$ cat config.mk
export PLATFORM = sky130hd
export DESIGN_NAME = decode_stage
export DESIGN_NICKNAME = d
export VERILOG_FILES = /design/src/rtl/rv_pkg.sv /design/src/rtl/decode_stage.sv
export VERILOG_INCLUDE_DIRS = /design/src /design/src/include
export SDC_FILE = /design/constraint.sdc
export NUM_CORES = 2
export LEC_CHECK = 0
export CAP_MARGIN = 10
export CORE_MARGIN = 3
export CORE_UTILIZATION = 35
export DETAILED_ROUTE_END_ITERATION = 8
export DONT_BUFFER_PORTS = 1
export PLACE_DENSITY = 0.48
export SYNTH_ARGS = -nofsm -noshare
export SYNTH_HDL_FRONTEND = slang
export SYNTH_SLANG_ARGS = --single-unit
$ cat constraint.sdc
create_clock -name i_clk -period 14.8 [get_ports i_clk]
set_clock_uncertainty 0.1 [all_clocks]
set_input_delay 0.74 -clock i_clk [delete_from_list [all_inputs] [get_ports i_clk]]
set_output_delay 0.74 -clock i_clk [all_outputs]
set_load 0.1 [all_outputs]
$ cat src/include/rv_config.svh
/*
 * RV32I subset core configuration
 * Word width, unified memory geometry, reset PC and the start of
 * the data region used by loads and stores
 */
`ifndef RV_CONFIG_SVH
`define RV_CONFIG_SVH

// Data and address width, one word
`define RV_XLEN 32

// Unified memory, in words
`define RV_MEM_WORDS 1024
// Word address bits into the memory
`define RV_MEM_AW 10

// First fetch address after reset or run start
`define RV_RESET_PC 32'h0000_0000
// Byte address where the data region begins
`define RV_DATA_BASE 1024

`endif

$ cat src/rtl/rv_pkg.sv
/*
 * rv_pkg
 * Types shared by the pipeline stages: opcodes, ALU operations,
 * the two views of an instruction word and the stage records
 */
`default_nettype none

`include "rv_config.svh"

package rv_pkg;

  // Major opcodes kept in the subset
  typedef enum logic [6:0] {
    OP_R      = 7'b0110011,
    OP_I      = 7'b0010011,
    OP_LOAD   = 7'b0000011,
    OP_STORE  = 7'b0100011,
    OP_BRANCH = 7'b1100011,
    OP_JAL    = 7'b1101111
  } opcode_t;

  typedef enum logic [2:0] {ADD, SUB, AND, OR, XOR, SLT} alu_op_t;

  // R view, also serves I and J immediates
  typedef struct packed {
    logic [6:0] funct7;
    logic [4:0] rs2;
    logic [4:0] rs1;
    logic [2:0] funct3;
    logic [4:0] rd;
    opcode_t    opcode;
  } r_view_t;

  // S view, store and branch immediates sit in rd/funct7 slots
  typedef struct packed {
    logic [6:0] imm_hi;
    logic [4:0] rs2;
    logic [4:0] rs1;
    logic [2:0] funct3;
    logic [4:0] imm_lo;
    opcode_t    opcode;
  } s_view_t;

  typedef union packed {
    r_view_t r;
    s_view_t s;
  } instr_t;

  // Decoded controls
  typedef struct packed {
    alu_op_t alu_op;
    logic    use_imm;
    logic    use_pc;
    logic    mem_rd;
    logic    mem_wr;
    logic    branch;
    logic    jump;
    logic    rd_we;
  } ctrl_t;

  typedef struct packed {
    logic [`RV_XLEN-1:0] pc;
    logic [`RV_XLEN-1:0] rs1_data;
    logic [`RV_XLEN-1:0] rs2_data;
    logic [`RV_XLEN-1:0] imm;
    logic [4:0]          rs1;
    logic [4:0]          rs2;
    logic [4:0]          rd;
    instr_t              instr;
    ctrl_t               ctrl;
    logic                valid;
  } id_ex_t;

  typedef struct packed {
    logic [`RV_XLEN-1:0] result;
    logic [`RV_XLEN-1:0] store_data;
    logic [4:0]          rd;
    ctrl_t               ctrl;
    logic                valid;
    logic [`RV_XLEN-1:0] pc_plus4;
  } ex_mem_t;

  typedef struct packed {
    logic [`RV_XLEN-1:0] result;
    logic [4:0]          rd;
    logic                rd_we;
    logic                valid;
  } mem_wb_t;

endpackage

`default_nettype wire

$ cat src/rtl/decode_stage.sv
/*
 * decode_stage
 * Control decode, immediate build, register file with same-cycle
 * writeback bypass, load-use stall and the ID/EX register
 */
`timescale 1ns/1ps
`default_nettype none

`include "rv_config.svh"

module decode_stage import rv_pkg::*; (
  input  wire                 i_clk,
  input  wire                 i_reset,
  input  wire                 i_run,
  input  wire [`RV_XLEN-1:0]  i_if_pc,
  input  instr_t              i_if_instr,
  input  wire                 i_if_valid,
  input  wire                 i_redirect,
  input  wire                 i_wb_we,
  input  wire [4:0]           i_wb_rd,
  input  wire [`RV_XLEN-1:0]  i_wb_data,
  output logic                o_stall,
  output id_ex_t              o_id_ex
);

  logic [`RV_XLEN-1:0] regs [1:31];
  ctrl_t               ctrl;
  logic [`RV_XLEN-1:0] imm;
  logic [4:0]          rs1;
  logic [4:0]          rs2;
  id_ex_t              id_ex_d;

  assign rs1 = i_if_instr.r.rs1;
  assign rs2 = i_if_instr.r.rs2;

  // ==============================
  // Controls and immediates
  // ==============================
  always_comb begin
    ctrl        = '0;
    ctrl.alu_op = ADD;
    // I immediate by default
    imm = {{20{i_if_instr.r.funct7[6]}}, i_if_instr.r.funct7, i_if_instr.r.rs2};
    case (i_if_instr.r.opcode)
      OP_R: begin
        ctrl.rd_we = 1'b1;
        case (i_if_instr.r.funct3)
          3'b000:  ctrl.alu_op = i_if_instr.r.funct7[5] ? SUB : ADD;
          3'b111:  ctrl.alu_op = AND;
          3'b110:  ctrl.alu_op = OR;
          3'b100:  ctrl.alu_op = XOR;
          3'b010:  ctrl.alu_op = SLT;
          default: ctrl.alu_op = ADD;
        endcase
      end
      OP_I: begin
        ctrl.use_imm = 1'b1;
        ctrl.rd_we   = 1'b1;
      end
      OP_LOAD: begin
        ctrl.use_imm = 1'b1;
        ctrl.mem_rd  = 1'b1;
        ctrl.rd_we   = 1'b1;
      end
      OP_STORE: begin
        ctrl.use_imm = 1'b1;
        ctrl.mem_wr  = 1'b1;
        imm = {{20{i_if_instr.s.imm_hi[6]}}, i_if_instr.s.imm_hi, i_if_instr.s.imm_lo};
      end
      OP_BRANCH: begin
        // ALU forms pc + imm as the target
        ctrl.use_pc  = 1'b1;
        ctrl.use_imm = 1'b1;
        ctrl.branch  = 1'b1;
        imm = {{20{i_if_instr.s.imm_hi[6]}}, i_if_instr.s.imm_lo[0],
               i_if_instr.s.imm_hi[5:0], i_if_instr.s.imm_lo[4:1], 1'b0};
      end
      OP_JAL: begin
        ctrl.use_pc  = 1'b1;
        ctrl.use_imm = 1'b1;
        ctrl.jump    = 1'b1;
        ctrl.rd_we   = 1'b1;
        imm = {{12{i_if_instr.r.funct7[6]}}, i_if_instr.r.rs1, i_if_instr.r.funct3,
               i_if_instr.r.rs2[0], i_if_instr.r.funct7[5:0], i_if_instr.r.rs2[4:1], 1'b0};
      end
      default: ;
    endcase
  end

  // ==============================
  // Register file
  // ==============================
  always_ff @(posedge i_clk) begin
    if (!i_reset) begin
      for (int i = 1; i < 32; i++) begin
        regs[i] <= '0;
      end
    end else if (i_wb_we && i_wb_rd != 5'd0) begin
      regs[i_wb_rd] <= i_wb_data;
    end
  end

  // Load in EX feeding this instruction
  assign o_stall = i_if_valid & o_id_ex.valid & o_id_ex.ctrl.mem_rd &
                   (o_id_ex.rd != 5'd0) & ((o_id_ex.rd == rs1) | (o_id_ex.rd == rs2));

  always_comb begin
    id_ex_d.pc    = i_if_pc;
    id_ex_d.imm   = imm;
    id_ex_d.rs1   = rs1;
    id_ex_d.rs2   = rs2;
    id_ex_d.rd    = i_if_instr.r.rd;
    id_ex_d.instr = i_if_instr;
    // x0 reads zero, writeback bypassed in the same cycle
    id_ex_d.rs1_data = (rs1 == 5'd0) ? '0 :
                       (i_wb_we && i_wb_rd == rs1) ? i_wb_data : regs[rs1];
    id_ex_d.rs2_data = (rs2 == 5'd0) ? '0 :
                       (i_wb_we && i_wb_rd == rs2) ? i_wb_data : regs[rs2];
    // Bubble on stall or flush
    id_ex_d.valid = i_if_valid & ~o_stall & ~i_redirect;
    id_ex_d.ctrl  = id_ex_d.valid ? ctrl : '0;
  end

  // ID/EX
  always_ff @(posedge i_clk) begin
    if (!i_reset || !i_run) begin
      o_id_ex.valid <= 1'b0;
      o_id_ex.ctrl  <= '0;
    end else begin
      o_id_ex <= id_ex_d;
    end
  end

endmodule

`default_nettype wire

* Word level (Yosys, flattened, before mapping) *
Memory sizes are Yosys's and may differ from the RTL's. A register that Yosys moved wholly into a read port is not among the register bits.
Index checks and enable logic that the tools add are counted.

word-level totals
  register bits = 111
  output and inout bits = 187
  bits of input ports = 107
  word-level logic and storage cells = 73
  bits in writable memories = 992
  memories kept = 1

memory list
  name  words  width  rd ports  clocked after memory_dff  write ports  RTL line            source
  regs  31     32     2         2                         31           decode_stage.sv:26  logic [`RV_XLEN-1:0] regs [1:31];

operators by class
  multiplexer cells = 17
  bitwise gates (word level) = 11
  eq/ne operators = 12
  reduce and logical (&&, ||, !) cells = 17

operators with widths
  cell                number
  $pmux 20 s3         1
  $mux 32             1
  $reduce_or 32->1    1
  $pmux 3 s5          1
  $eq 7x6->1 const B  2
  $eq 7x7->1 const B  2
  $mux 1              13
  $eq 5x5->1          2
  $logic_not 5->1     2
  $reduce_bool 5->1   2
  $eq 3x3->1 const B  3
  $eq 7x2->1 const B  1
  $eq 7x5->1 const B  1
  $and 1x1->1         6
  $mux 5              1
  $reduce_or 5->1     1
  $logic_not 1->1     4
  $not 1->1           4
  $reduce_or 2->1     2
  $reduce_or 4->1     1
  $eq 3x2->1 const B  1
  $logic_not 3->1     1
  $reduce_or 3->1     1
  $logic_and 1x1->1   1
  other kinds (2)     2

* Depth between registers and ports, before layout *
  depth after elaboration = 9
  mapped depth = 10
  mapped depth without buffers = 5

* Worst setup path before layout *
Ideal clock, no wire load.

  path type = in2reg
  from = input port i_reset
  to = register o_id_ex[8] (netlist bit)
  data arrival time = 4984 ps
  data required time = 14608 ps
  stages = 4
  setup time = 92 ps
  path slack = 9624 ps
  path buffers = 1
  path through = and2_1 -> o2111ai_1 -> clkbuf_1 -> nor4_1

between the ends
  longest elaborated chain between the ends = 3

RTL lines
  element                           RTL line             source
  start: declaration                decode_stage.sv:13   input wire i_reset,
  $logic_not 1->1                   decode_stage.sv:126  if (!i_reset || !i_run) begin
  $logic_or 1x1->1                  decode_stage.sv:126
  $reduce_or 3->1 (no source line)  n/a
  end signal: assignment            decode_stage.sv:130  o_id_ex <= id_ex_d;
  end: declaration                  decode_stage.sv:23   output id_ex_t o_id_ex

No other way between the ends.
A chain may end at the register's enable or synchronous reset.

* Worst setup path in the final report *
  from = register o_id_ex[44] (netlist bit)
  to = output port o_stall

between the ends
  longest elaborated chain between the ends = 3
  elaborated cells on any way between the ends = 6
  classes of those cells = 2 x eq/ne; 3 x bitwise; 1 x reduce/logical

RTL lines
  element                                          RTL line                                  source
  $eq 5x5->1 or $reduce_bool 5->1 (tied branches)  decode_stage.sv:105                       (o_id_ex.rd != 5'd0) & ((o_id_ex.rd == rs1) | (o_id_ex.rd == rs2));
  $or 1x1->1 or $and 1x1->1 (tied branches)        decode_stage.sv:105, decode_stage.sv:104
  $and 1x1->1 (*)                                  decode_stage.sv:105
  end: declaration                                 decode_stage.sv:22                        output logic o_stall,

Every way passes the cells marked *; elsewhere a longest branch is shown, timed or not.

==> impl_results.rst <==
.. list-table::
   :header-rows: 1

   * - Metric
     - Value
   * - GPL Wtd Cong
     - 0.828
   * - Drt first-iter violations
     - 5387
   * - Slowest cell delay on critical path
     - 1.12 ns
   * - Number of hold-slack violations in the final timing report
     - 0
   * - Die area
     - 178000 sq um
   * - Chip Width
     - 422 um
   * - Setup TNS
     - 0 ns
   * - Violations in the final reports
     - slew limit
   * - Crit start category
     - register
   * - Crit path time final
     - 4.11 ns
   * - Antenna violations before repair
     - 31
   * - Number of synthesis warnings
     - 0
   * - Number of buffers created by CTS
     - 139
   * - Worst flop-to-flop path startpoint
     - o_id_ex[44]$_DFFE_PN_
   * - Vias per inst
     - 6.08
   * - Outcome
     - finished with violations
   * - Setup slack on the worst flop-to-flop path
     - 11.41 ns
   * - Terminus of the critical flop-to-flop path
     - o_id_ex[5]$_SDFF_PP0_
   * - Asr flop ratio synth
     - 0%
   * - Total Power Consumption
     - 8.39 mW
   * - Worst-case vdd ir drop
     - 0.0965 mV
   * - Worst Path Required
     - 13.96 ns
   * - Setup repair after global routing missed its margin
     - false
   * - Mapped cell area
     - 60700 sq um
   * - Tot GR Track Use
     - 27.6%
   * - Cell variety after synth
     - 59
   * - Worst Hold Endpoint
     - regs[22][18]$_SDFFCE_PN0P_
   * - Type of the setup path with the least slack
     - reg -> out
   * - Max clock buf depth
     - 3
   * - Total Routed Length
     - 251000 um
   * - Antenna-violating nets left
     - 0
   * - Clock root buffer
     - clkbuf_16
   * - Routed via count
     - 39100
   * - Number of clock sinks
     - 1177
   * - Leak pwr
     - 23.4 nW
   * - Summed area of non-filler cells in the final layout
     - 68800 sq um
   * - Number of cells on the worst reg-to-reg path
     - 5
   * - Most area-consuming cells after synthesis
     - edfxtp_1 (58%), mux4_2 (15%), and2_1 (10%)
   * - Dominant synthesized flop cell
     - edfxtp_1
   * - Worst EP arrival
     - 3.27 ns
   * - Share of layout cells above drive strength 1
     - 20.6%
   * - Initial Utilization
     - 35.3%
   * - EDFF count, synth
     - 1166
   * - Max Slew Vio Count
     - 77
   * - Clock-pin slew of the registers on the worst-case setup and hold paths
     - 0.06 ns
   * - Cell accounting for the most synthesized area
     - edfxtp_1
   * - Total Nets Final
     - 4112
   * - Family with the most delay on the worst path
     - flip-flops
   * - Highest clock frequency the design can meet
     - 243 MHz
   * - Vertical extent of the die
     - 422 um
   * - First-pass DRT Iterations
     - 5
   * - Number of max-cap violations
     - 0
   * - Rel. slew slack
     - -7.43%
   * - Leading cell types in the layout, fill and taps excluded
     - edfxtp_1 (1166), and2_1 (995), mux4_2 (397)
   * - Util after Layout
     - 40.0%
   * - Classification of the worst-slack hold path
     - in -> reg
   * - Area overhead of the layout relative to synthesis
     - 13.5%
   * - CP endpoint kind
     - output pin
   * - Worst hold slack after final layout
     - 0.0547 ns
   * - CP Cell Sequence
     - xor2_1, nor3_1, a22oi_1, nor2_2
   * - I/O pin count
     - 294
   * - Worst path buffer plus inverter count
     - 0
   * - DRC errors left
     - 0
   * - Worst min-delay path startpoint
     - i_wb_data[18]
   * - Number of flip-flops and latches in the synthesized netlist
     - 1177
   * - First-pass GRT wire length
     - 340000 um
   * - Post-cts resize count
     - 0
   * - Post-Syn Instances
     - 4068
   * - Std-Cell Rows
     - 152
   * - Average cell area after synthesis
     - 14.9 sq um
   * - Crit share post-route
     - 27.8%
   * - Routed len/inst
     - 39.0 um
   * - Power per unit of standard cell area
     - 122 nW/um^2
   * - Instance area after placement
     - 63400 sq um
   * - Setup violation total in the final timing report
     - 0
   * - Slew at the pin with the worst max-slew slack
     - 1.61 ns
   * - Top-area cell type share of the netlist area
     - 57.7%
   * - Clk Latency, worst-skew pair
     - 0.79 ns
   * - Pin count of the biggest net entering global routing
     - 326
   * - Cells on Worst Hold Path
     - 1
   * - Hpwl dp
     - 139000 um
   * - CTS H-tree lvls
     - 4
   * - Max FO, Critical Path
     - 5
   * - Core Area
     - 172000 sq um
   * - Proportion of synthesized chip area in sequential cells
     - 58.1%
   * - CTS tree
     - done
   * - GRT Residual Overflow
     - 0
   * - Most common cell after layout, fill and taps aside
     - edfxtp_1
   * - Number of global-route vias before repair
     - 38200
   * - Number of port buffers
     - 0
   * - Critical-path cell with the highest stage delay
     - edfxtp_1
==> logic make-up (layout without fill, tap and decap cells) <==
| group | Yosys count | after routing | share of synthesized area (%) |
|---|---|---|---|
| buffers and inverters | 465 | 480 | 3.73 |
| DFF | 1177 | 1177 | 58.1 |
| and+or+nand+nor | 1239 | 1239 | 12.2 |
| AOI/OAI and AO/OA | 450 | 450 | 5.58 |
| muxes | 715 | 715 | 20.1 |
| other | 1 | 42 | 0.00618 |
| xor gates and xnor gates | 21 | 21 | 0.303 |
==> layout make-up <==
cell class	instances	area, sq um
fillers	15800	103000
flip-flops and latches	1177	35200
multi-input cells	2457	23900
clock buffers	172	3690
well taps	2310	2890
repair buffers	223	2330
clock inverters	78	706
inverters	7	27.5
diodes	10	25.0
==> repair_timing <==
item / 4_1_cts / 5_1_grt
buffers inserted: 0 / 0
hold endpoints to repair: 128 / 1
endpoints found under the setup margin: 0 / 0
hold buffers: 97 / 1
==> routing by layer <==
layer	GRT usage, %	wire length, um
met1	37.1	101000
met2	43.9	117000
met5	0	27
met3	5.85	22800
met4	10.4	9700
==> cells in the mapped netlist, drive strengths merged (6+ instances only) <==
library cell / instances
a32o: 33
nor3: 12
mux4: 397
o221ai: 40
edfxtp: 1166
xor2: 13
a21oi: 68
a22oi: 68
dfxtp: 11
nand2: 62
a221oi: 54
xnor2: 8
a211oi: 11
nand2b: 20
a221o: 34
buf: 182
mux2i: 282
nand3b: 6
o21ai: 89
nor2b: 19
nor2: 81
clkbuf: 276
a31oi: 6
and2: 997
nor3b: 9
nand3: 12
o311ai: 13
a211o: 15
mux2: 36
a21o: 8
==> worst register-to-register path: cells and delay by family, from the launching register on <==
family          cells  cell delay [ns]
buf+inv             1             0.59
compound gates      2             0.73
simple gates        2             1.04
flops               1             0.86
==> flip-flops by register name, summed over array words and instances, names as in the netlist <==
signal	cells
regs	1024
o_id_ex	153
==> worst max path at each step <==
stage                                startpoint                         end  slack (ns)  cells after the start
after floorplan                         i_reset       o_id_ex[8]$_SDFF_PP0_        9.62                      4
after global placement               i_wb_rd[3]  regs[24][21]$_SDFFCE_PN0P_       10.65                      5
after detailed placement             i_wb_rd[3]   regs[28][4]$_SDFFCE_PN0P_       10.63                      5
after CTS                 o_id_ex[43]$_DFFE_PN_                     o_stall       10.63                      4
after global routing      o_id_ex[44]$_DFFE_PN_                     o_stall       10.57                      4
final                     o_id_ex[44]$_DFFE_PN_                     o_stall       10.69                      4
==> power by group <==
group | switching (mW) | internal, mW | leakage [nW]
Clock | 1.47 | 1.94 | 2.15
Sequential | 0.284 | 3.86 | 11.2
Combinational | 0.468 | 0.365 | 10.1
Total | 2.23 | 6.16 | 23.4
==> metrics by stage <==
stage	worst slack, ns	cells
floorplan	9.62	4099
global placement	10.65	6076
detailed placement	10.63	6076
CTS	10.63	6423
global route	10.57	6425
finish	10.69	6434
No activity file was read; power rests on OpenSTA's default activity.
