==> config.mk <==
export PLATFORM = sky130hd
export DESIGN_NAME = memory_stage_flat
export DESIGN_NICKNAME = d
export VERILOG_FILES = /design/src/rtl/rv_pkg.sv /design/src/rtl/mem_bus_if.sv /design/src/rtl/memory_stage.sv /design/src/flat_wrapper.sv
export VERILOG_INCLUDE_DIRS = /design/src /design/src/include
export SDC_FILE = /design/constraint.sdc
export NUM_CORES = 1
export LEC_CHECK = 0
export ABC_AREA = 1
export BUFFER_PORTS_ARGS = -buffer_cell sky130_fd_sc_hd__buf_4
export CAP_MARGIN = 0
export CORE_AREA = 2 2 112 114
export DETAILED_ROUTE_END_ITERATION = 12
export DIE_AREA = 0 0 114 116
export PLACE_DENSITY = 0.57
export SLEW_MARGIN = 10
export SYNTH_ARGS = -nofsm -noshare
export SYNTH_HDL_FRONTEND = slang
export SYNTH_SLANG_ARGS = --single-unit
==> constraint.sdc <==
create_clock -name i_clk -period 2.5 [get_ports i_clk]
set_input_delay 0 -clock i_clk [delete_from_list [all_inputs] [get_ports i_clk]]
set_output_delay 0 -clock i_clk [all_outputs]
set_load 0.05 [all_outputs]
==> src/include/rv_config.svh <==
/*
 * RV32I subset core configuration
 * Word width, unified memory geometry, reset PC and the start of
 * the data region used by loads and stores
 */
`ifndef RV_CONFIG_SVH
`define RV_CONFIG_SVH

// Data and address width, one word
`define RV_XLEN 32

// Unified memory, in words
`define RV_MEM_WORDS 1024
// Word address bits into the memory
`define RV_MEM_AW 10

// First fetch address after reset or run start
`define RV_RESET_PC 32'h0000_0000
// Byte address where the data region begins
`define RV_DATA_BASE 1024

`endif

==> src/rtl/rv_pkg.sv <==
/*
 * rv_pkg
 * Types shared by the pipeline stages: opcodes, ALU operations,
 * the two views of an instruction word and the stage records
 */
`default_nettype none

`include "rv_config.svh"

package rv_pkg;

  // Major opcodes kept in the subset
  typedef enum logic [6:0] {
    OP_R      = 7'b0110011,
    OP_I      = 7'b0010011,
    OP_LOAD   = 7'b0000011,
    OP_STORE  = 7'b0100011,
    OP_BRANCH = 7'b1100011,
    OP_JAL    = 7'b1101111
  } opcode_t;

  typedef enum logic [2:0] {ADD, SUB, AND, OR, XOR, SLT} alu_op_t;

  // R view, also serves I and J immediates
  typedef struct packed {
    logic [6:0] funct7;
    logic [4:0] rs2;
    logic [4:0] rs1;
    logic [2:0] funct3;
    logic [4:0] rd;
    opcode_t    opcode;
  } r_view_t;

  // S view, store and branch immediates sit in rd/funct7 slots
  typedef struct packed {
    logic [6:0] imm_hi;
    logic [4:0] rs2;
    logic [4:0] rs1;
    logic [2:0] funct3;
    logic [4:0] imm_lo;
    opcode_t    opcode;
  } s_view_t;

  typedef union packed {
    r_view_t r;
    s_view_t s;
  } instr_t;

  // Decoded controls
  typedef struct packed {
    alu_op_t alu_op;
    logic    use_imm;
    logic    use_pc;
    logic    mem_rd;
    logic    mem_wr;
    logic    branch;
    logic    jump;
    logic    rd_we;
  } ctrl_t;

  typedef struct packed {
    logic [`RV_XLEN-1:0] pc;
    logic [`RV_XLEN-1:0] rs1_data;
    logic [`RV_XLEN-1:0] rs2_data;
    logic [`RV_XLEN-1:0] imm;
    logic [4:0]          rs1;
    logic [4:0]          rs2;
    logic [4:0]          rd;
    instr_t              instr;
    ctrl_t               ctrl;
    logic                valid;
  } id_ex_t;

  typedef struct packed {
    logic [`RV_XLEN-1:0] result;
    logic [`RV_XLEN-1:0] store_data;
    logic [4:0]          rd;
    ctrl_t               ctrl;
    logic                valid;
    logic [`RV_XLEN-1:0] pc_plus4;
  } ex_mem_t;

  typedef struct packed {
    logic [`RV_XLEN-1:0] result;
    logic [4:0]          rd;
    logic                rd_we;
    logic                valid;
  } mem_wb_t;

endpackage

`default_nettype wire

==> src/rtl/mem_bus_if.sv <==
/*
 * mem_bus_if
 * Requester side of the unified memory bus. Req and gnt high in
 * one cycle is one access; reads return in the same cycle
 */
`timescale 1ns/1ps
`default_nettype none

`include "rv_config.svh"

interface mem_bus_if;
  logic                req;
  logic                we;
  logic [`RV_XLEN-1:0] addr;
  logic [`RV_XLEN-1:0] wdata;
  logic [`RV_XLEN-1:0] rdata;
  logic                gnt;

  // Stage side
  modport requester (output req, we, addr, wdata, input rdata, gnt);
  // Memory side
  modport memory (input req, we, addr, wdata, output rdata, gnt);
endinterface

`default_nettype wire

==> src/rtl/memory_stage.sv <==
/*
 * memory_stage
 * Data access on the shared bus, result select, MEM/WB register
 * and the writeback port into the register file
 */
`timescale 1ns/1ps
`default_nettype none

`include "rv_config.svh"

module memory_stage import rv_pkg::*; (
  input  wire                 i_clk,
  input  wire                 i_reset,
  input  wire                 i_run,
  input  ex_mem_t             i_ex_mem,
  mem_bus_if.requester        bus,
  output logic [`RV_XLEN-1:0] o_fwd_result,
  output logic [4:0]          o_fwd_rd,
  output logic                o_fwd_we,
  output logic                o_wb_we,
  output logic [4:0]          o_wb_rd,
  output logic [`RV_XLEN-1:0] o_wb_data
);

  mem_wb_t mem_wb;

  // Data beats fetch, access done this cycle
  assign bus.req   = i_ex_mem.valid & (i_ex_mem.ctrl.mem_rd | i_ex_mem.ctrl.mem_wr);
  assign bus.we    = i_ex_mem.ctrl.mem_wr;
  assign bus.addr  = i_ex_mem.result;
  assign bus.wdata = i_ex_mem.store_data;

  // Load data, link value or ALU result
  assign o_fwd_result = i_ex_mem.ctrl.mem_rd ? bus.rdata :
                        i_ex_mem.ctrl.jump   ? i_ex_mem.pc_plus4 : i_ex_mem.result;
  assign o_fwd_rd     = i_ex_mem.rd;
  assign o_fwd_we     = i_ex_mem.valid & i_ex_mem.ctrl.rd_we;

  // MEM/WB
  always_ff @(posedge i_clk) begin
    if (!i_reset || !i_run) begin
      mem_wb.valid <= 1'b0;
      mem_wb.rd_we <= 1'b0;
    end else begin
      mem_wb.valid  <= i_ex_mem.valid;
      mem_wb.rd_we  <= o_fwd_we & (i_ex_mem.rd != 5'd0);
      mem_wb.rd     <= i_ex_mem.rd;
      mem_wb.result <= o_fwd_result;
    end
  end

  assign o_wb_we   = mem_wb.valid & mem_wb.rd_we;
  assign o_wb_rd   = mem_wb.rd;
  assign o_wb_data = mem_wb.result;

endmodule

`default_nettype wire

==> src/flat_wrapper.sv <==
// flat-port wrapper written by rule: the top's interface ports become plain ports
module memory_stage_flat import rv_pkg::*;
  (i_clk, i_reset, i_run, i_ex_mem, o_fwd_result, o_fwd_rd, o_fwd_we, o_wb_we, o_wb_rd, o_wb_data, bus_req, bus_we, bus_addr, bus_wdata, bus_rdata, bus_gnt);
  mem_bus_if bus_i ();
  input  wire i_clk;
  input  wire i_reset;
  input  wire i_run;
  input  ex_mem_t i_ex_mem;
  output logic [`RV_XLEN-1:0] o_fwd_result;
  output logic [4:0] o_fwd_rd;
  output logic o_fwd_we;
  output logic o_wb_we;
  output logic [4:0] o_wb_rd;
  output logic [`RV_XLEN-1:0] o_wb_data;
  output wire logic [$bits(bus_i.req)-1:0] bus_req;
  output wire logic [$bits(bus_i.we)-1:0] bus_we;
  output wire logic [$bits(bus_i.addr)-1:0] bus_addr;
  output wire logic [$bits(bus_i.wdata)-1:0] bus_wdata;
  input wire logic [$bits(bus_i.rdata)-1:0] bus_rdata;
  input wire logic [$bits(bus_i.gnt)-1:0] bus_gnt;
  assign bus_req = bus_i.req;
  assign bus_we = bus_i.we;
  assign bus_addr = bus_i.addr;
  assign bus_wdata = bus_i.wdata;
  assign bus_i.rdata = bus_rdata;
  assign bus_i.gnt = bus_gnt;
  memory_stage u_core (.i_clk(i_clk), .i_reset(i_reset), .i_run(i_run), .i_ex_mem(i_ex_mem), .bus(bus_i), .o_fwd_result(o_fwd_result), .o_fwd_rd(o_fwd_rd), .o_fwd_we(o_fwd_we), .o_wb_we(o_wb_we), .o_wb_rd(o_wb_rd), .o_wb_data(o_wb_data));
endmodule
### Word level (Yosys, flattened, before mapping)

Index checks and enable logic that the tools add are counted.

| word-level totals | value |
|---|---|
| register bits after elaboration | 39 |
| input port bits | 148 |
| output and inout port bits | 142 |
| word-level logic and storage cells | 15 |

| cells by class | value |
|---|---|
| muxes and demuxes | 2 |
| bitwise operators | 5 |
| reductions and logical operators | 4 |

Operators by type and width:

| cell | number |
|---|---|
| $mux W32 | 2 |
| $reduce_bool A5 Y1 | 1 |
| $and A1 B1 Y1 | 4 |
| $logic_not A1 Y1 | 2 |
| $logic_or A1 B1 Y1 | 1 |
| $or A1 B1 Y1 | 1 |

### Logic depth before layout (Yosys ltp)

Gate-level depths: netlist of run 1.

| depth | value |
|---|---|
| word-level depth | 2 |
| gate-level depth with buffers | 5 |
| gate-level depth less buffers | 4 |

### Worst setup path after synthesis of run 1

No wires, ideal clock.

| timing path | value |
|---|---|
| path kind | input-to-reg |
| start point | input i_reset |
| end point | register u_core.mem_wb (netlist bit u_core.o_wb_data[0]), enable pin |
| library setup time | 392 ps |
| arrival time | 804 ps |
| required time | 2,108 ps |
| path slack | 1,304 ps |
| stages | 2 |
| cells stage by stage | nand2_1 inv_1 |

| between the ends | value |
|---|---|
| longest elaborated chain between the ends | 2 |

Ends and longest elaborated chain:

| element | RTL line | source |
|---|---|---|
| start: declaration | flat_wrapper.sv:6 | `input wire i_reset;` |
| $logic_not A1 Y1 | memory_stage.sv:41 | `if (!i_reset \|\| !i_run) begin` |
| $logic_or A1 B1 Y1 | memory_stage.sv:41 |  |
| end: declaration | memory_stage.sv:25 | `mem_wb_t mem_wb;` |

Every way passes these cells.
A chain may end at the register's enable or synchronous reset.

### Worst setup path after layout of run 1

| timing path | value |
|---|---|
| start point | input i_ex_mem[37] in the netlist's numbering |
| end point | output o_fwd_result[30] |

| between the ends | value |
|---|---|
| longest elaborated chain between the ends | 1 |

Ends and longest elaborated chain:

| element | RTL line | source |
|---|---|---|
| start: declaration | flat_wrapper.sv:8 | `input ex_mem_t i_ex_mem;` |
| $mux W32 | memory_stage.sv:34 | `assign o_fwd_result = i_ex_mem.ctrl.mem_rd ? bus.rdata :` |
| end: declaration | flat_wrapper.sv:9 | `` output logic [`RV_XLEN-1:0] o_fwd_result; `` |

Every way passes these cells.

==> summary.txt, run 1 <==
Synthesis
  • Yosys cell types: 12
  • Post-synth top cells: 107 x buf_4, 100 x nand2_1, 38 x inv_1
  • Top FF cell, synth: edfxtp_1
  • Yosys warning total: 0
  • Avg Inst Size Synth: 8.00 µm²
  • Yosys top cell area share: 0.375
  • Cells after Synth: 370
  • Top-count cell post-synth: buf_4
  • Mapped Nets: 518
  • Largest cells by area after synthesis: edfxtp_1 38%, buf_4 27%, nand2_1 13%
  • Post-Syn Area: 2960 µm²
  • Yosys top cell by area: edfxtp_1
  • Async SR Flop Fraction: 0
  • #FFs+latches synth: 39
  • Register area share after synthesis: 0.389
  • Post-synth EDFFs: 37

Detailed routing
  • # DRC: 0
  • WL per Instance: 13.5 µm
  • WL final: 8.52 mm
  • Initial drt markers: between 90 and 100
  • DR pass1 iterations: 6
  • Total number of vias: 2,532
  • Drt via density: 4.03
  • Post-route ant nets: 0

CTS
  • CTS tree: yes
  • Clock sinks: 39
  • Htree depth: 2
  • Total CTS buffers: 5
  • Post-CTS Setup Bufs: 0
  • Root Buffer: clkbuf_16
  • Max Root-Sink Buffers: 2
  • CTS resizes: 0

STA
  • Final Max Tran Viols: 0
  • Hold violation count in the final report: 0
  • Slew margin rel.: 0.575
  • Final period util: 0.539
  • Final Setup Violations: 0
  • F_max: 742 MHz
  • Worst-Margin Slew: 0.637 ns
  • Final Critical Period: around 1.3 ns
  • RSZ-0062 raised after global routing: no
  • TNS Setup: 0 ns

Critical path
  • Crit Path Max Fanout: 34
  • CP bufs+invs: 3
  • Slowest-stage cell, CP: inv_2
  • CP top delay family: buffers and inverters
  • CP Capture Type: primary output
  • CP Data Arrival Time: ~1.4 ns
  • Max incr delay on CP: approximately 0.53 ns
  • Critical path cell sequence: buf_4 -> inv_2 -> nand3_1 -> nand2_1 -> buf_4
  • CP most frequent cell: buf_4
  • Startpoint Class: primary input
  • Critical Path RT: 2.50 ns
  • Critical path class: primary input to primary output

Floorplan
  • I/O Pins: 290
  • Initial core utilization: 0.248
  • Die width: 114 µm
  • Core region area: around 12,000 µm²
  • Die Ht: 116 µm
  • Placement Rows: 40
  • Die area: between 10,000 and 15,000 µm²

Global routing
  • Vias in the first global route: 2,376
  • First-pass GRT wire length: about 12 mm
  • Global route overflow: 0
  • Initial antenna violation count: 0
  • GRT Total Usage: 0.118
  • Largest net degree at the start of global routing: 65

Cells and area
  • Nets: 629
  • Ant. Diodes: 0
  • Area Overhead vs Synth: 39.2%
  • Area occupied by multi-input gates: 763 µm²
  • Post-route insts no fill: around 630
  • Fillers: 1,262
  • Layout cells sized above 1: 0.481
  • Register area: 1150 µm²

Pwr
  • VDD IR max: 370 µV
  • Total Power: 0.00245 W
  • Static Leak: 2.15 nW
  • Power per cell area: 596 nW/µm²

Placed design
  • Inst Count DP: between 600 and 700
  • Placer Congestion: 0.767
  • I/O Buffers: 218
  • Detailed Place HPWL: approximately 6.6 mm

Job
  • Max-Cap Viols: 0

Worst hold path
  • Hold/Removal Path Class: primary input to primary output

Status
  • Status: finished clean
[area by class of cell]
cell class / count / share of cell area
multi-input combinational: 171 / 0.185
inverter: 39 / 0.0356
clock inverter: 3 / 0.0106
timing repair buffer: 225 / 0.414
sequential: 39 / 0.280
tap: 147 / 0.0447
clock buffer: 5 / 0.0304
[power breakdown]
part	total [W]	internal [W]	leakage (nW)	switching, W
sequential	0.000786	0.000774	0.360	0.0000122
clock	0.000716	0.000470	0.0838	0.000246
combinational	0.000952	0.000313	1.71	0.000639
total	0.00245	0.00156	2.15	0.000897
[through the flow]
step | worst slack, ns | instance area, µm² | hold slack, ns | utilization
global route | 1.05 | 4120 | 0.0000718 | 0.346
global placement | 1.13 | 3890 | 0.000589 | 0.326
floorplan | 1.30 | 2960 | 0.0989 | -
CTS | 1.12 | 4120 | 0.000589 | 0.346
finish | 1.15 | 4120 | 0.0000193 | 0.346
detailed placement | 1.11 | 3890 | 0.000589 | 0.326
[layout by cell type (no fill, tap or decap)]
master and count:
bufinv_16 1, nand2_1 100, nor2_1 6, clkinv_4 1, inv_1 38, clkbuf_16 5
clkinv_2 1, edfxtp_1 37, or2_0 28, inv_2 1, nand3_1 33, dfxtp_1 2
dlygate4sd3_1 6, or2_2 4, buf_4 219
[routing by layer]
layer	vias to the layer above	global-route usage	wire length, µm
met2	130	0.228	4590
met5	-	0	0
li1	1254	-	-
met4	0	0.0512	231
met1	1122	0.123	3050
met3	26	0.0256	654
[logic make-up (layout without fill, tap and decap cells)]
kind of cell | after synthesis | count (layout) | share of synthesized area
and+or+nand+nor | 171 | 171 | 0.258
buffers and inverters | 160 | 272 | 0.353
DFF | 39 | 39 | 0.389
[sequential cells by signal (all words and copies together), names as in the netlist]
| signal | count |
|---|---|
| u_core.mem_wb | 2 |
| u_core.o_wb_rd | 5 |
| u_core.o_wb_data | 32 |
[path summary, 6_finish.rpt]
path	depth (start not counted)	start	slack (ns)	end
max	5	i_ex_mem[37]	1.15	o_fwd_result[30]
min	0	i_ex_mem[56]	0.00002	bus_wdata[8]
[timing repair]
item / CTS / global route
hold buffers: 6 / 0
hold endpoints to repair: 6 / 0
endpoints found under the setup margin: 0 / 0
(Power assumes the default switching activity.)
==> inputs of run 2 (changes only) <==
--- a/config.mk
+++ b/config.mk
@@ -9,10 +9,10 @@
 export ABC_AREA = 1
 export BUFFER_PORTS_ARGS = -buffer_cell sky130_fd_sc_hd__buf_4
 export CAP_MARGIN = 0
-export CORE_AREA = 2 2 112 114
+export CORE_AREA = 2 2 113 115
 export DETAILED_ROUTE_END_ITERATION = 12
-export DIE_AREA = 0 0 114 116
-export PLACE_DENSITY = 0.57
+export DIE_AREA = 0 0 115 117
+export PLACE_DENSITY = 0.56
 export SLEW_MARGIN = 10
 export SYNTH_ARGS = -nofsm -noshare
 export SYNTH_HDL_FRONTEND = slang
==> constraint.sdc (replaced) <==
create_clock -name i_clk -period 1.3 [get_ports i_clk]
set_input_delay 0 -clock i_clk [delete_from_list [all_inputs] [get_ports i_clk]]
set_output_delay 0 -clock i_clk [all_outputs]
set_load 0.05 [all_outputs]
==> summary.txt, run 2 (synthesized netlist as in run 1, its figures left out) <==
Status
  • Status: finished clean

Detailed routing
  • Total number of vias: 2,545 (+0.51%)
  • WL per Instance: 13.4 µm (-0.88%)
  • Drt via density: 4.00 (-0.59%)
  • DR pass1 iterations: 4 (-2)
  • Wire length on met2: 4.51 mm (-1.7%)
  • Post-route ant nets: 0 (unchanged)
  • WL final: 8.54 mm (+0.22%)
  • # DRC: 0 (unchanged)
  • Routed met1 length: 3.08 mm (+1.1%)
  • Met3 WL post-DR: 633 µm (-3.2%)
  • Initial drt markers: 85 (-14%)
  • DR top layer: met4

STA
  • Slew margin rel.: 0.629 (+0.0542)
  • RSZ-0062 raised after global routing: no
  • Final Critical Period: 1.17 ns
  • Hold slack: 0.0000193 ns (+0.00000000120 ns)
  • Final Setup Violations: 0 (unchanged)
  • Worst-Margin Slew: 0.557 ns (-0.0803 ns)
  • TNS Setup: 0 ns (unchanged)
  • Final period util: 0.900
  • Final worst setup slack: 0.130 ns (-1.02 ns)
  • Final Max Tran Viols: 0 (unchanged)
  • Hold violation count in the final report: 0 (unchanged)
  • F_max: 854 MHz

Pwr
  • VDD IR max: 420 µV (+14%)
  • Static Leak: 2.18 nW (+1.4%)
  • Power per cell area: 1140 nW/µm² (+91%)

Critical path
  • Startpoint Class: primary input
  • Max incr delay on CP: 0.55 ns (+0.02 ns)
  • Worst Setup EP: u_core.mem_wb[0]$_SDFF_PP0_
  • CP Data Arrival Time: 1.34 ns (about the same)
  • Critical path cell sequence: dlygate4sd3_1 -> buf_4 -> inv_1 -> nor2_1 -> dlygate4sd3_1
  • Critical path class: primary input to flop
  • CP startpoint: i_ex_mem[32]
  • CP most frequent cell: dlygate4sd3_1
  • Critical Path RT: 1.47 ns (-1.03 ns)
  • Crit Path Max Fanout: 2 (-94%)
  • CP Capture Type: flop
  • Slowest-stage cell, CP: dlygate4sd3_1

CTS
  • Root Buffer: clkbuf_16
  • # hold bufs at CTS: 7 (+1)
  • Post-CTS Setup Bufs: 0 (unchanged)
  • Reg clk slew, reported paths: ~0.060 ns
  • Total CTS buffers: 5 (unchanged)
  • Htree depth: 2 (unchanged)
  • CTS tree: yes
  • CTS resizes: 0 (unchanged)
  • Clock sinks: 39 (unchanged)
  • Max Root-Sink Buffers: 2 (unchanged)

Placed design
  • Detailed Place HPWL: 6.72 mm (+1.8%)
  • Placer Congestion: 0.763 (-0.63%)
  • Placed inst area: 3940 µm² (+1.3%)
  • I/O Buffers: 218 (unchanged)
  • Worst slack at placement: 0.235 ns (-0.880 ns)

Floorplan
  • I/O Pins: 290 (unchanged)
  • Initial core utilization: 0.240 (-0.00808)
  • Core region area: 12,300 µm² (+3.4%)
  • Die area: 13,500 µm² (+1.7%)
  • Die width: 115 µm (+0.88%)
  • Placement Rows: 41 (+2.5%)
  • Die Ht: 117 µm (+0.86%)

Worst hold path
  • Hold Crit Depth: 0 (unchanged)
  • Hold/Removal Path Class: primary input to primary output

Cells and area
  • Max FFs per register: 32 (unchanged)
  • Final core occ: 0.339 (-0.00626)
  • Nets: 633 (+0.64%)
  • Ant. Diodes: 0 (unchanged)
  • Post-route cell area: 4180 µm² (+1.5%)
  • Layout cells sized above 1: 0.484 (+0.00221)
  • Commonest cells after routing, fill and taps aside: 220 x buf_4, 100 x nand2_1, 38 x inv_1
  • Commonest non-fill, non-tap cell in the layout: buf_4
  • Area Overhead vs Synth: 41.2%

Global routing
  • Global route overflow: 0 (unchanged)
  • Largest net degree at the start of global routing: 65 (unchanged)
  • GRT Total Usage: 0.115 (-0.00304)
  • First-pass GRT wire length: 12.0 mm (-2.2%)
  • Vias in the first global route: 2,373 (-0.13%)
  • Initial antenna violation count: 0 (unchanged)

Job
  • Max-Cap Viols: 0 (unchanged)
[run 2: changes by cell type in the layout (fill, tap and decap cells not counted), sizes merged]
cell	change
buf	+3
dlygate4sd3	+1
[run 2: how the worst min path moves through the flow]
stage | from | end | slack, ns
floorplan | i_ex_mem[43] | u_core.o_wb_rd[0]$_DFFE_PN_ | 0.1
global placement | i_ex_mem[73] | bus_wdata[25] | 0.0004
finish | i_ex_mem[61] | bus_wdata[13] | 0.00002
detailed placement | i_ex_mem[73] | bus_wdata[25] | 0.0004
global route | i_ex_mem[74] | bus_wdata[26] | 0.00007
CTS | i_ex_mem[73] | bus_wdata[25] | 0.0004
[run 2: stage by stage]
stage / total power, W / instances
2_1_floorplan: 0.00313 / 370
4_1_cts: 0.00482 / 636
5_1_grt: 0.00496 / 636
3_5_place_dp: 0.00339 / 621
6_report: 0.00475 / 636
3_3_place_gp: 0.00337 / 621
[run 2: critical path, delay by kind of cell]
kind / cells / cell delay (ns)
and+or+nand+nor: 1 / 0.04
buffers and inverters: 4 / 1.29
[run 2: cell type report]
cell class                 instances  area [µm²]
fill                            1293        8130
inverter                          39         146
sequential                        39        1150
tap                              150         188
multi-input combinational        171         763
clock buffer                       5         125
timing repair buffer             229        1760
clock inverter                     3        43.8
[run 2: per-layer routing]
| layer | vias to the layer above | global-route usage |
|---|---|---|
| li1 | 1258 | - |
| met2 | 124 | 0.220 |
| met3 | 37 | 0.0206 |
| met5 | - | 0 |
| met1 | 1126 | 0.118 |
| met4 | 0 | 0.0651 |
[run 2: report_power, final]
| group | internal (W) | switching, W | total [W] | leakage, nW |
|---|---|---|---|---|
| sequential | 0.00149 | 0.0000249 | 0.00151 | 0.360 |
| clock | 0.000904 | 0.000486 | 0.00139 | 0.0838 |
| combinational | 0.000620 | 0.00123 | 0.00185 | 1.74 |
| total | 0.00301 | 0.00174 | 0.00475 | 2.18 |
