--- src/include/rv_config.svh ---
/*
 * RV32I subset core configuration
 * Word width, unified memory geometry, reset PC and the start of
 * the data region used by loads and stores
 */
`ifndef RV_CONFIG_SVH
`define RV_CONFIG_SVH

// Data and address width, one word
`define RV_XLEN 32

// Unified memory, in words
`define RV_MEM_WORDS 1024
// Word address bits into the memory
`define RV_MEM_AW 10

// First fetch address after reset or run start
`define RV_RESET_PC 32'h0000_0000
// Byte address where the data region begins
`define RV_DATA_BASE 1024

`endif

--- src/rtl/rv_pkg.sv ---
/*
 * rv_pkg
 * Types shared by the pipeline stages: opcodes, ALU operations,
 * the two views of an instruction word and the stage records
 */
`default_nettype none

`include "rv_config.svh"

package rv_pkg;

  // Major opcodes kept in the subset
  typedef enum logic [6:0] {
    OP_R      = 7'b0110011,
    OP_I      = 7'b0010011,
    OP_LOAD   = 7'b0000011,
    OP_STORE  = 7'b0100011,
    OP_BRANCH = 7'b1100011,
    OP_JAL    = 7'b1101111
  } opcode_t;

  typedef enum logic [2:0] {ADD, SUB, AND, OR, XOR, SLT} alu_op_t;

  // R view, also serves I and J immediates
  typedef struct packed {
    logic [6:0] funct7;
    logic [4:0] rs2;
    logic [4:0] rs1;
    logic [2:0] funct3;
    logic [4:0] rd;
    opcode_t    opcode;
  } r_view_t;

  // S view, store and branch immediates sit in rd/funct7 slots
  typedef struct packed {
    logic [6:0] imm_hi;
    logic [4:0] rs2;
    logic [4:0] rs1;
    logic [2:0] funct3;
    logic [4:0] imm_lo;
    opcode_t    opcode;
  } s_view_t;

  typedef union packed {
    r_view_t r;
    s_view_t s;
  } instr_t;

  // Decoded controls
  typedef struct packed {
    alu_op_t alu_op;
    logic    use_imm;
    logic    use_pc;
    logic    mem_rd;
    logic    mem_wr;
    logic    branch;
    logic    jump;
    logic    rd_we;
  } ctrl_t;

  typedef struct packed {
    logic [`RV_XLEN-1:0] pc;
    logic [`RV_XLEN-1:0] rs1_data;
    logic [`RV_XLEN-1:0] rs2_data;
    logic [`RV_XLEN-1:0] imm;
    logic [4:0]          rs1;
    logic [4:0]          rs2;
    logic [4:0]          rd;
    instr_t              instr;
    ctrl_t               ctrl;
    logic                valid;
  } id_ex_t;

  typedef struct packed {
    logic [`RV_XLEN-1:0] result;
    logic [`RV_XLEN-1:0] store_data;
    logic [4:0]          rd;
    ctrl_t               ctrl;
    logic                valid;
    logic [`RV_XLEN-1:0] pc_plus4;
  } ex_mem_t;

  typedef struct packed {
    logic [`RV_XLEN-1:0] result;
    logic [4:0]          rd;
    logic                rd_we;
    logic                valid;
  } mem_wb_t;

endpackage

`default_nettype wire

--- src/rtl/mem_bus_if.sv ---
/*
 * mem_bus_if
 * Requester side of the unified memory bus. Req and gnt high in
 * one cycle is one access; reads return in the same cycle
 */
`timescale 1ns/1ps
`default_nettype none

`include "rv_config.svh"

interface mem_bus_if;
  logic                req;
  logic                we;
  logic [`RV_XLEN-1:0] addr;
  logic [`RV_XLEN-1:0] wdata;
  logic [`RV_XLEN-1:0] rdata;
  logic                gnt;

  // Stage side
  modport requester (output req, we, addr, wdata, input rdata, gnt);
  // Memory side
  modport memory (input req, we, addr, wdata, output rdata, gnt);
endinterface

`default_nettype wire

--- src/rtl/fetch_stage.sv ---
/*
 * fetch_stage
 * Program counter, fetch requests on the shared bus and the
 * IF/ID register. Redirect from EX loads the branch target
 */
`timescale 1ns/1ps
`default_nettype none

`include "rv_config.svh"

module fetch_stage import rv_pkg::*; (
  input  wire                 i_clk,
  input  wire                 i_reset,
  input  wire                 i_run,
  input  wire                 i_stall,
  input  wire                 i_redirect,
  input  wire [`RV_XLEN-1:0]  i_target,
  mem_bus_if.requester        bus,
  output logic [`RV_XLEN-1:0] o_if_pc,
  output instr_t              o_if_instr,
  output logic                o_if_valid
);

  logic [`RV_XLEN-1:0] pc;

  // Read-only requester
  assign bus.req   = i_run;
  assign bus.we    = 1'b0;
  assign bus.addr  = pc;
  assign bus.wdata = '0;

  // PC and IF/ID valid
  always_ff @(posedge i_clk) begin
    if (!i_reset || !i_run) begin
      pc         <= `RV_RESET_PC;
      o_if_valid <= 1'b0;
    end else if (i_redirect) begin
      // Redirect beats stall, younger fetch dropped
      pc         <= i_target;
      o_if_valid <= 1'b0;
    end else if (!i_stall) begin
      if (bus.gnt) begin
        pc <= pc + `RV_XLEN'd4;
      end
      // Lost grant leaves PC put and sends no word down
      o_if_valid <= bus.gnt;
    end
  end

  // IF/ID payload
  always_ff @(posedge i_clk) begin
    if (!i_stall && bus.gnt) begin
      o_if_pc    <= pc;
      o_if_instr <= bus.rdata;
    end
  end

endmodule

`default_nettype wire

--- src/flat_wrapper.sv ---
// flat-port wrapper written by rule: the top's interface ports become plain ports
module fetch_stage_flat import rv_pkg::*;
  (i_clk, i_reset, i_run, i_stall, i_redirect, i_target, o_if_pc, o_if_instr, o_if_valid, bus_req, bus_we, bus_addr, bus_wdata, bus_rdata, bus_gnt);
  mem_bus_if bus_i ();
  input  wire i_clk;
  input  wire i_reset;
  input  wire i_run;
  input  wire i_stall;
  input  wire i_redirect;
  input  wire [`RV_XLEN-1:0] i_target;
  output logic [`RV_XLEN-1:0] o_if_pc;
  output instr_t o_if_instr;
  output logic o_if_valid;
  output wire logic [$bits(bus_i.req)-1:0] bus_req;
  output wire logic [$bits(bus_i.we)-1:0] bus_we;
  output wire logic [$bits(bus_i.addr)-1:0] bus_addr;
  output wire logic [$bits(bus_i.wdata)-1:0] bus_wdata;
  input wire logic [$bits(bus_i.rdata)-1:0] bus_rdata;
  input wire logic [$bits(bus_i.gnt)-1:0] bus_gnt;
  assign bus_req = bus_i.req;
  assign bus_we = bus_i.we;
  assign bus_addr = bus_i.addr;
  assign bus_wdata = bus_i.wdata;
  assign bus_i.rdata = bus_rdata;
  assign bus_i.gnt = bus_gnt;
  fetch_stage u_core (.i_clk(i_clk), .i_reset(i_reset), .i_run(i_run), .i_stall(i_stall), .i_redirect(i_redirect), .i_target(i_target), .bus(bus_i), .o_if_pc(o_if_pc), .o_if_instr(o_if_instr), .o_if_valid(o_if_valid));
endmodule
--- config.mk ---
export PLATFORM = sky130hd
export DESIGN_NAME = fetch_stage_flat
export DESIGN_NICKNAME = d
export VERILOG_FILES = /design/src/rtl/rv_pkg.sv /design/src/rtl/mem_bus_if.sv /design/src/rtl/fetch_stage.sv /design/src/flat_wrapper.sv
export VERILOG_INCLUDE_DIRS = /design/src /design/src/include
export SDC_FILE = /design/constraint.sdc
export NUM_CORES = 1
export LEC_CHECK = 0
export BUFFER_PORTS_ARGS = -buffer_cell sky130_fd_sc_hd__buf_2
export CAP_MARGIN = 25
export CORE_UTILIZATION = 45
export CTS_CLUSTER_SIZE = 40
export DETAILED_ROUTE_END_ITERATION = 7
export PLACE_DENSITY = 0.91
export RECOVER_POWER = 100
export SYNTH_ARGS = -nofsm -noshare
export SYNTH_HDL_FRONTEND = slang
export SYNTH_SLANG_ARGS = --single-unit
--- constraint.sdc ---
create_clock -name i_clk -period 3.4 [get_ports i_clk]
set_input_delay 0.51 -clock i_clk [delete_from_list [all_inputs] [get_ports i_clk]]
set_output_delay 0.51 -clock i_clk [all_outputs]
set_load 0.02 [all_outputs]
* Word-level counts from Yosys, hierarchy flattened
Index checks and enable logic that the tools add are counted.
Widths: inputs -> output; s select.
** Word-level totals
- Register bits after elaboration :: 97
- Bits of input ports :: 70
- Output and inout port bits :: 131
- Word-level logic and storage cells :: 17
** Cells by class
- Add/sub/neg operators :: 1
- Eq/ne operators :: 1
- Multiplexer cells :: 3
- Reduce and logical (&&, ||, !) cells :: 8
** Operators by type and width (count)
- $mux 32 :: 3
- $add 32x3->32 const B :: 1
- $logic_not 1->1 :: 3
- $ne 2x1->1 const B :: 1
- $reduce_and 2->1 :: 1
- $reduce_bool 2->1 :: 1
- $reduce_or 2->1 :: 1
- $logic_and 1x1->1 :: 1
- $logic_or 1x1->1 :: 1

* Logic depth before layout (Yosys ltp)
Gate-level depths: netlist (run 1).
- Depth after elaboration :: 4
- Mapped depth :: 7
- Gate-level depth less buffers :: 6

* Least setup slack after synthesis (run 1)
OpenSTA, ideal clock, no wires.
- Kind :: in2reg
- From :: in i_stall
- To :: reg u_core.pc[31], in the netlist u_core.bus.addr[31]
- Library setup time :: 0.137 ns
- Arrival :: 2.890 ns
- Data required time :: 3.263 ns
- Path slack :: 0.373 ns
- Stages on the path :: 7
- Path through :: nand2b_4 -> buf_6 -> clkinv_1 -> nand3_1 -> nor2_1 -> a21oi_1 -> o21ai_0
** Between the ends
- Cells in the longest elaborated chain, start to end :: 2
** RTL lines
- start, declared :: line flat_wrapper.sv:8 : input wire i_stall;
- $ne 2x1->1 (no line)
- $reduce_and 2->1 (no line)
- end signal, assigned :: line fetch_stage.sv:35 : pc <= `RV_RESET_PC;
- end signal, assigned :: line fetch_stage.sv:39 : pc <= i_target;
- end signal, assigned :: line fetch_stage.sv:43 : pc <= pc + `RV_XLEN'd4;
- end, declared :: line fetch_stage.sv:24 : logic [`RV_XLEN-1:0] pc;
No other way between the ends.
A chain may end at the register's enable or synchronous reset.

* Worst setup path in the final report (run 1)
- From :: reg u_core.pc[11], in the netlist u_core.bus.addr[11]
- To :: reg u_core.pc[29], in the netlist u_core.bus.addr[29]
** Between the ends
- Cells in the longest elaborated chain, start to end :: 4
** RTL lines
- $add 32x3->32 :: line fetch_stage.sv:43
- $mux 32 :: line fetch_stage.sv:42 : if (bus.gnt) begin
- $mux 32 :: line fetch_stage.sv:41 : end else if (!i_stall) begin
- $mux 32 :: line fetch_stage.sv:37 : end else if (i_redirect) begin
No other way between the ends. The select of a mux whose other input is x is not followed.

==> flow_summary.json, run 1 <==
{
  "hpwl_microns": 6796,
  "totalWireLength_microns": 9115,
  "htree_num_levels": 3,
  "final.setup_skew_ns": 0.009212,
  "worst_slack_ns": 1.008,
  "ff2ff_path_depth": 5,
  "rsz0062_at_grt": "no",
  "die_w_microns": 96.27,
  "grt-ovfl-total": 0,
  "ctsResizeCount": 0,
  "synth-async-reset-ratio": 0,
  "clock-sinks": 97,
  "hold_class": "in2reg",
  "clock-root-buffer": "clkbuf_8",
  "vias": 2930,
  "cap_violations": 0,
  "drtAntennaViolNets": 0,
  "cts_buffer_depth": 2,
  "seq_area_sq_um": 2582,
  "hold_viol": 0,
  "critPathKind": "reg2reg",
  "area_growth_pct": 19.21,
  "setup_viol": 0,
  "grt_max_degree": 39,
  "multiInputGateArea_sq_um": 1119,
  "report.final.slew_viol_count": 0,
  "cts_tree": "done",
  "first_iter_violations": 167,
  "dpl-instance-area_sq_um": 4771,
  "fin_area_sq_um": 4767,
  "ir_worst_vdd_mv": 0.1691,
  "critical_path.endpoint": "u_core.bus.addr[29]",
  "wl_per_cell_microns": 15.40,
  "tightest_slew_ns": 1.327,
  "drt-pass1-iter-count": 4,
  "place.gp.congestion": 0.7227,
  "io_buffers": 167,
  "cts_buffers": 9,
  "critPathMaxStageDelay_ns": 0.97,
  "yosys_warnings": 0,
  "cp_top_family": "simple AND/OR/NAND/NOR gates",
  "r2r-end": "u_core.bus.addr[29]",
  "drive_gt1_frac": 0.1777,
  "outcome": "complete, no violations",
  "cp_data_required_time_ns": 3.61,
  "path_cells": "nand3_1 -> nor4_1 -> nand4_1 -> xor2_1 -> a21oi_1",
  "drcViolationCount": 0,
  "clk_latency_ns": 0.36,
  "power.density_nw_per_um2": 483.3,
  "grt_pass1_vias": 2654,
  "ys_ff_latch": 97,
  "syn_inst": 313,
  "via_per_inst": 4.949,
  "critPathMaxFanout": 7,
  "path_buf_inv": 0,
  "fin_crit_ns": 2.392,
  "critPathArrivalTime_ns": 2.60,
  "grt_pass1_wl_microns": 12900,
  "critPathLaunchType": "register",
  "synth_flop_cell": "edfxtp_1",
  "p_leak_nw": 1.757,
  "syn_area_sq_um": 3999,
  "r2r_slack_ns": 1.01,
  "fp.dieH_microns": 96.27,
  "postCtsSetupBuffers": 0,
  "diodes": 0,
  "num_rows": 34,
  "tns_ns": 0,
  "start_util": 0.4608,
  "placement.setup.worst_slack_ns": 1.184,
  "ios": 201,
  "fillCellCount": 785,
  "die_area_sq_um": 9267,
  "cts.clk_slew.worst_paths_ns": 0.10,
  "track_usage": 0.1887,
  "avgSynthCellArea_sq_um": 12.78,
  "worst_path_max_delay_cell": "nor4_1",
  "slew_headroom": 0.1147,
  "hold_buffers": 0,
  "r2r_start": "u_core.bus.addr[11]",
  "period_share": 0.7035,
  "ys_types": 39,
  "fin_nets": 550,
  "crit_cells": 5,
  "end_kind": "register",
  "cp-startpoint": "u_core.bus.addr[11]",
  "antenna_found_initial": 0,
  "synth_enable_flop_cells": 64,
  "core_sq_um": 8678,
  "fmax_mhz": 418.1,
  "hold_depth": 1,
  "ys_seq_area_frac": 0.6458
}
cell families after synthesis:
family	count (synthesis)	share of synthesized area
buf+inv	50	0.09042
fa+ha+maj	1	0.003128
flops	97	0.6458
mux	6	0.01502
other cells	1	0.0009378
xor+xnor	28	0.06133
simple gates	75	0.1126
compound gates	55	0.07072
cells in the mapped netlist (2+ instances only):
library cell  count  area (sq um)
nor3_2            4         40.04
xor2_1           11         96.34
mux2i_1           6         60.06
nand2_1          17         63.81
inv_1             3         11.26
o22ai_1           2         12.51
buf_6             2         22.52
clkbuf_1          6         22.52
o21ai_0          22         110.1
a21oi_1          29         145.1
edfxtp_1         64          1922
dfxtp_1          33         660.6
nor2_1           14         52.55
nor4_2            2         25.02
and3_2            2         15.01
and3_1            3         18.77
nand4_1           7         43.79
xnor2_1          17         148.9
nand3_1           8         40.04
buf_4            34         255.2
and4_1            3         26.28
clkbuf_8          2         27.53
nor3_1            6         30.03
metrics by stage:
step                      utilization  hold slack [ns]  cells  power, W
after CTS                      0.5708           0.3032    592  0.002329
after floorplan                     -           0.5617    345  0.001567
after global routing           0.5493           0.2938    592  0.002388
after detailed placement       0.5497           0.4477    576  0.001647
final                          0.5493           0.3178    592  0.002304
after global placement         0.5497           0.4335    576  0.001638
layer usage:
layer / part of all wire / up-vias / track usage
met4: 0.0090 / 0 / 0.06219
met2: 0.49 / 164 / 0.3280
met5: 0 / - / 0
met1: 0.40 / 1372 / 0.2216
met3: 0.10 / 10 / 0.05608
li1: - / 1384 / -
cells in the final DEF, fill, tap and decap left out, drive strengths merged:
master / count
xnor2: 17
edfxtp: 64
and4b: 1
nor4: 2
mux2i: 6
inv: 8
conb: 33
nor3b: 1
o21ai: 22
and3: 5
clkinv: 1
ha: 1
clkinvlp: 2
or4: 1
nor2: 14
nor3: 11
and2: 1
o211ai: 1
xor2: 11
a211oi: 1
nand2: 17
nand4: 8
and4: 3
nand3: 9
a21oi: 29
dfxtp: 33
nand2b: 1
clkbuf: 111
buf: 67
or2: 1
o22ai: 2
where the power goes:
part	total (W)	internal, W	switching, W	leakage [nW]
Combinational	0.000254	0.0000708	0.000183	0.778
Clock	0.000700	0.000279	0.000422	0.0877
Sequential	0.00135	0.00131	0.0000352	0.892
registers in the layout, indices dropped and copies added (netlist names):
signal and flops:
u_core.o_if_valid 1, u_core.o_if_instr 32, u_core.o_if_pc 32, u_core.bus.addr 32
how the worst min path moves through the flow:
stage	from	slack, ns	end
3_5_place_dp	u_core.bus.addr[0]	0.45	u_core.o_if_pc[0]
4_1_cts	bus_rdata[22]	0.30	u_core.o_if_instr[22]
3_3_place_gp	u_core.bus.addr[1]	0.43	u_core.o_if_pc[1]
6_report	bus_rdata[22]	0.32	u_core.o_if_instr[22]
2_1_floorplan	u_core.bus.addr[0]	0.56	u_core.o_if_pc[0]
5_1_grt	bus_rdata[20]	0.29	u_core.o_if_instr[20]
layout make-up:
class,count,share of cell area
multi-input cells,198,0.2346
clock buffers,9,0.02598
inverters,4,0.003150
flip-flops and latches,97,0.5417
clock inverters,7,0.01234
repair buffers,169,0.1538
well taps,108,0.02835
No activity file was read; power rests on OpenSTA's default activity.
==> run 2: changes to the inputs <==
- ABC_AREA: not set -> 1
- CORE_UTILIZATION: 45 -> 43
- PLACE_DENSITY: 0.91 -> 0.89
- clock period: 3.4 -> 2.07 ns (I/O delays scaled with it)
==> run 2 against run 1 <==
Worst hold slack worse by 0.20 ns; synthesized cell count is 46% higher; final area is 13% higher; critical path type is now in2reg; critical endpoint is now u_core.o_if_instr[1]; highest routed layer unchanged.
==> flow_summary.json, run 2 <==
{
  "outcome": "complete, no violations",
  "ys_types": 30,
  "ctsResizeCount": 0,
  "antenna_found_initial": 0,
  "cts_buffer_depth": 2,
  "synth-async-reset-ratio": 0,
  "hold_depth": 1,
  "critPathLaunchType": "primary input",
  "synth_enable_flop_cells": 64,
  "syn_area_sq_um": 4428,
  "drive_gt1_frac": 0.1769,
  "area_growth_pct": 21.42,
  "power.internal_w": 0.002972,
  "vias": 3706,
  "clk_latency_ns": 0.37,
  "grt_pass1_vias": 3475,
  "fillCellCount": 896,
  "synth_area_leaders": "edfxtp_1 43%, dfxtp_1 15%, nand2_1 8.6%",
  "totalWireLength_microns": 11460,
  "clock-sinks": 97,
  "cts.clk_slew.worst_paths_ns": 0.09,
  "power.sequential.fraction": 0.549,
  "postCtsSetupBuffers": 0,
  "ys_seq_area_frac": 0.5832,
  "worst_slack_ns": 0.2814,
  "avgSynthCellArea_sq_um": 9.689,
  "fp.dieH_microns": 103.5,
  "multiInputGateArea_sq_um": 1451,
  "critPathArrivalTime_ns": 1.79,
  "placement.setup.worst_slack_ns": 0.3509,
  "hold_viol": 0,
  "yosys_warnings": 0,
  "ff2ff_path_depth": 8,
  "ios": 201,
  "cts_tree": "done",
  "fmax_mhz": 559.1,
  "cts_buffers": 9,
  "synth_top_area_share": 0.4340,
  "hold_class": "in2reg",
  "first_iter_violations": 247,
  "diodes": 0,
  "die_w_microns": 103.5,
  "hold_buffers": 0,
  "power.density_nw_per_um2": 749.5,
  "cap_violations": 0,
  "yosys.area.top_type": "edfxtp_1",
  "drtAntennaViolNets": 0,
  "hpwl_microns": 8531,
  "die_area_sq_um": 10710,
  "period_share": 0.8640,
  "grt_max_degree": 55,
  "start_util": 0.4489,
  "drcViolationCount": 0,
  "fin_crit_ns": 1.789,
  "rsz0062_at_grt": "no",
  "final_common_cell": "clkbuf_1",
  "synth_flop_cell": "edfxtp_1",
  "end_kind": "register",
  "setup_viol": 0,
  "power.switching_w": 0.001057,
  "ir_worst_vdd_mv": 0.3267,
  "fin_nets": 699,
  "tightest_slew_ns": 0.9042,
  "cp_data_required_time_ns": 2.07,
  "critPathMaxFanout": 54,
  "yosysMostFrequentCell": "nand2_1",
  "ys_ff_latch": 97,
  "syn_inst": 457,
  "via_per_inst": 4.838,
  "clock-root-buffer": "clkbuf_8",
  "report.final.slew_viol_count": 0,
  "htree_num_levels": 3,
  "p_clk_frac": 0.338,
  "synthTopCellsByCount": "101 x nand2_1, 64 x edfxtp_1, 51 x inv_1",
  "wl_per_cell_microns": 14.96,
  "p_leak_nw": 2.131,
  "drt-pass1-iter-count": 5,
  "num_rows": 36,
  "tns_ns": 0,
  "mostFrequentLayoutCells": "103 x clkbuf_1, 101 x nand2_1, 67 x buf_2",
  "switching_share": 0.2624,
  "pwr-share-comb": 0.113,
  "final.setup_skew_ns": 0.007533,
  "place.gp.congestion": 0.8609,
  "final_util": 0.5450,
  "grt-ovfl-total": 0,
  "grt_pass1_wl_microns": 17140,
  "r2r_slack_ns": 0.29,
  "seq_area_sq_um": 2582,
  "track_usage": 0.2166,
  "io_buffers": 167,
  "critPathKind": "in2reg",
  "slew_headroom": 0.3972,
  "core_sq_um": 9864
}
## run 2: changes by cell type after synthesis, moves of 6 or more
cell | previous run | this run
a22o_1 | 0 | 6
inv_1 | 3 | 51
mux2i_1 | 6 | 0
nand2_1 | 17 | 101
nand2_2 | 0 | 8
nand3_1 | 8 | 31
nor2_1 | 14 | 29
nor2_4 | 0 | 12
nor3_1 | 6 | 0
xnor2_1 | 17 | 4
## run 2: path summary, 6_finish.rpt
check / start / endpoint
setup / recovery: bus_gnt / u_core.o_if_instr[1]
hold / removal: bus_rdata[17] / u_core.o_if_instr[17]
setup reg to reg: u_core.bus.addr[2] / u_core.bus.addr[12]
hold reg to reg: u_core.bus.addr[0] / u_core.o_if_pc[0]
## run 2: critical path: stages
cell and delay [ns]:
buf_2 0.16, inv_12 0.03, nor2_1 0.49, clkbuf_4 0.74
## run 2: final cells by class
| type | instances | share of cell area |
|---|---|---|
| sequential | 97 | 0.4803 |
| inverter | 53 | 0.03980 |
| clock inverter | 5 | 0.01606 |
| timing repair buffer | 172 | 0.1385 |
| multi-input combinational | 295 | 0.2700 |
| tap | 133 | 0.03095 |
| clock buffer | 11 | 0.02444 |
## run 2: power groups by stage
stage          registers, W  clock network (W)  logic (W)
6_report            0.00221            0.00136   0.000454
5_1_grt             0.00223            0.00146   0.000496
4_1_cts             0.00221            0.00138   0.000486
3_5_place_dp        0.00225                  0   0.000483
3_3_place_gp        0.00225                  0   0.000469
2_1_floorplan       0.00236                  0   0.000227
## run 2: routing by layer
layer	up-vias	routed length, microns	GRT usage
met5	-	0	0
met4	0	399	0.1333
met3	37	960	0.05376
met2	201	5538	0.3683
met1	1696	4561	0.2449
li1	1772	-	-
## run 2: through the flow
| stage | instance area [sq um] | power, W | std cells | hold slack [ns] |
|---|---|---|---|---|
| floorplan | 4584 | 0.002585 | 489 | 0.4094 |
| global placement | 5326 | 0.002719 | 750 | 0.4467 |
| detailed placement | 5326 | 0.002736 | 750 | 0.4470 |
| CTS | 5544 | 0.004075 | 766 | 0.1034 |
| global route | 5376 | 0.004179 | 766 | 0.09860 |
| finish | 5376 | 0.004029 | 766 | 0.1129 |
## run 2: cell families after synthesis
logic type	synth area share
flip-flops	0.5832
AO/OA/AOI/OAI	0.07347
AND/OR/NAND/NOR	0.2034
other	0.0008469
adder cells (fa/ha/maj)	0.002825
buffers and inverters	0.1125
XOR/XNOR	0.02374
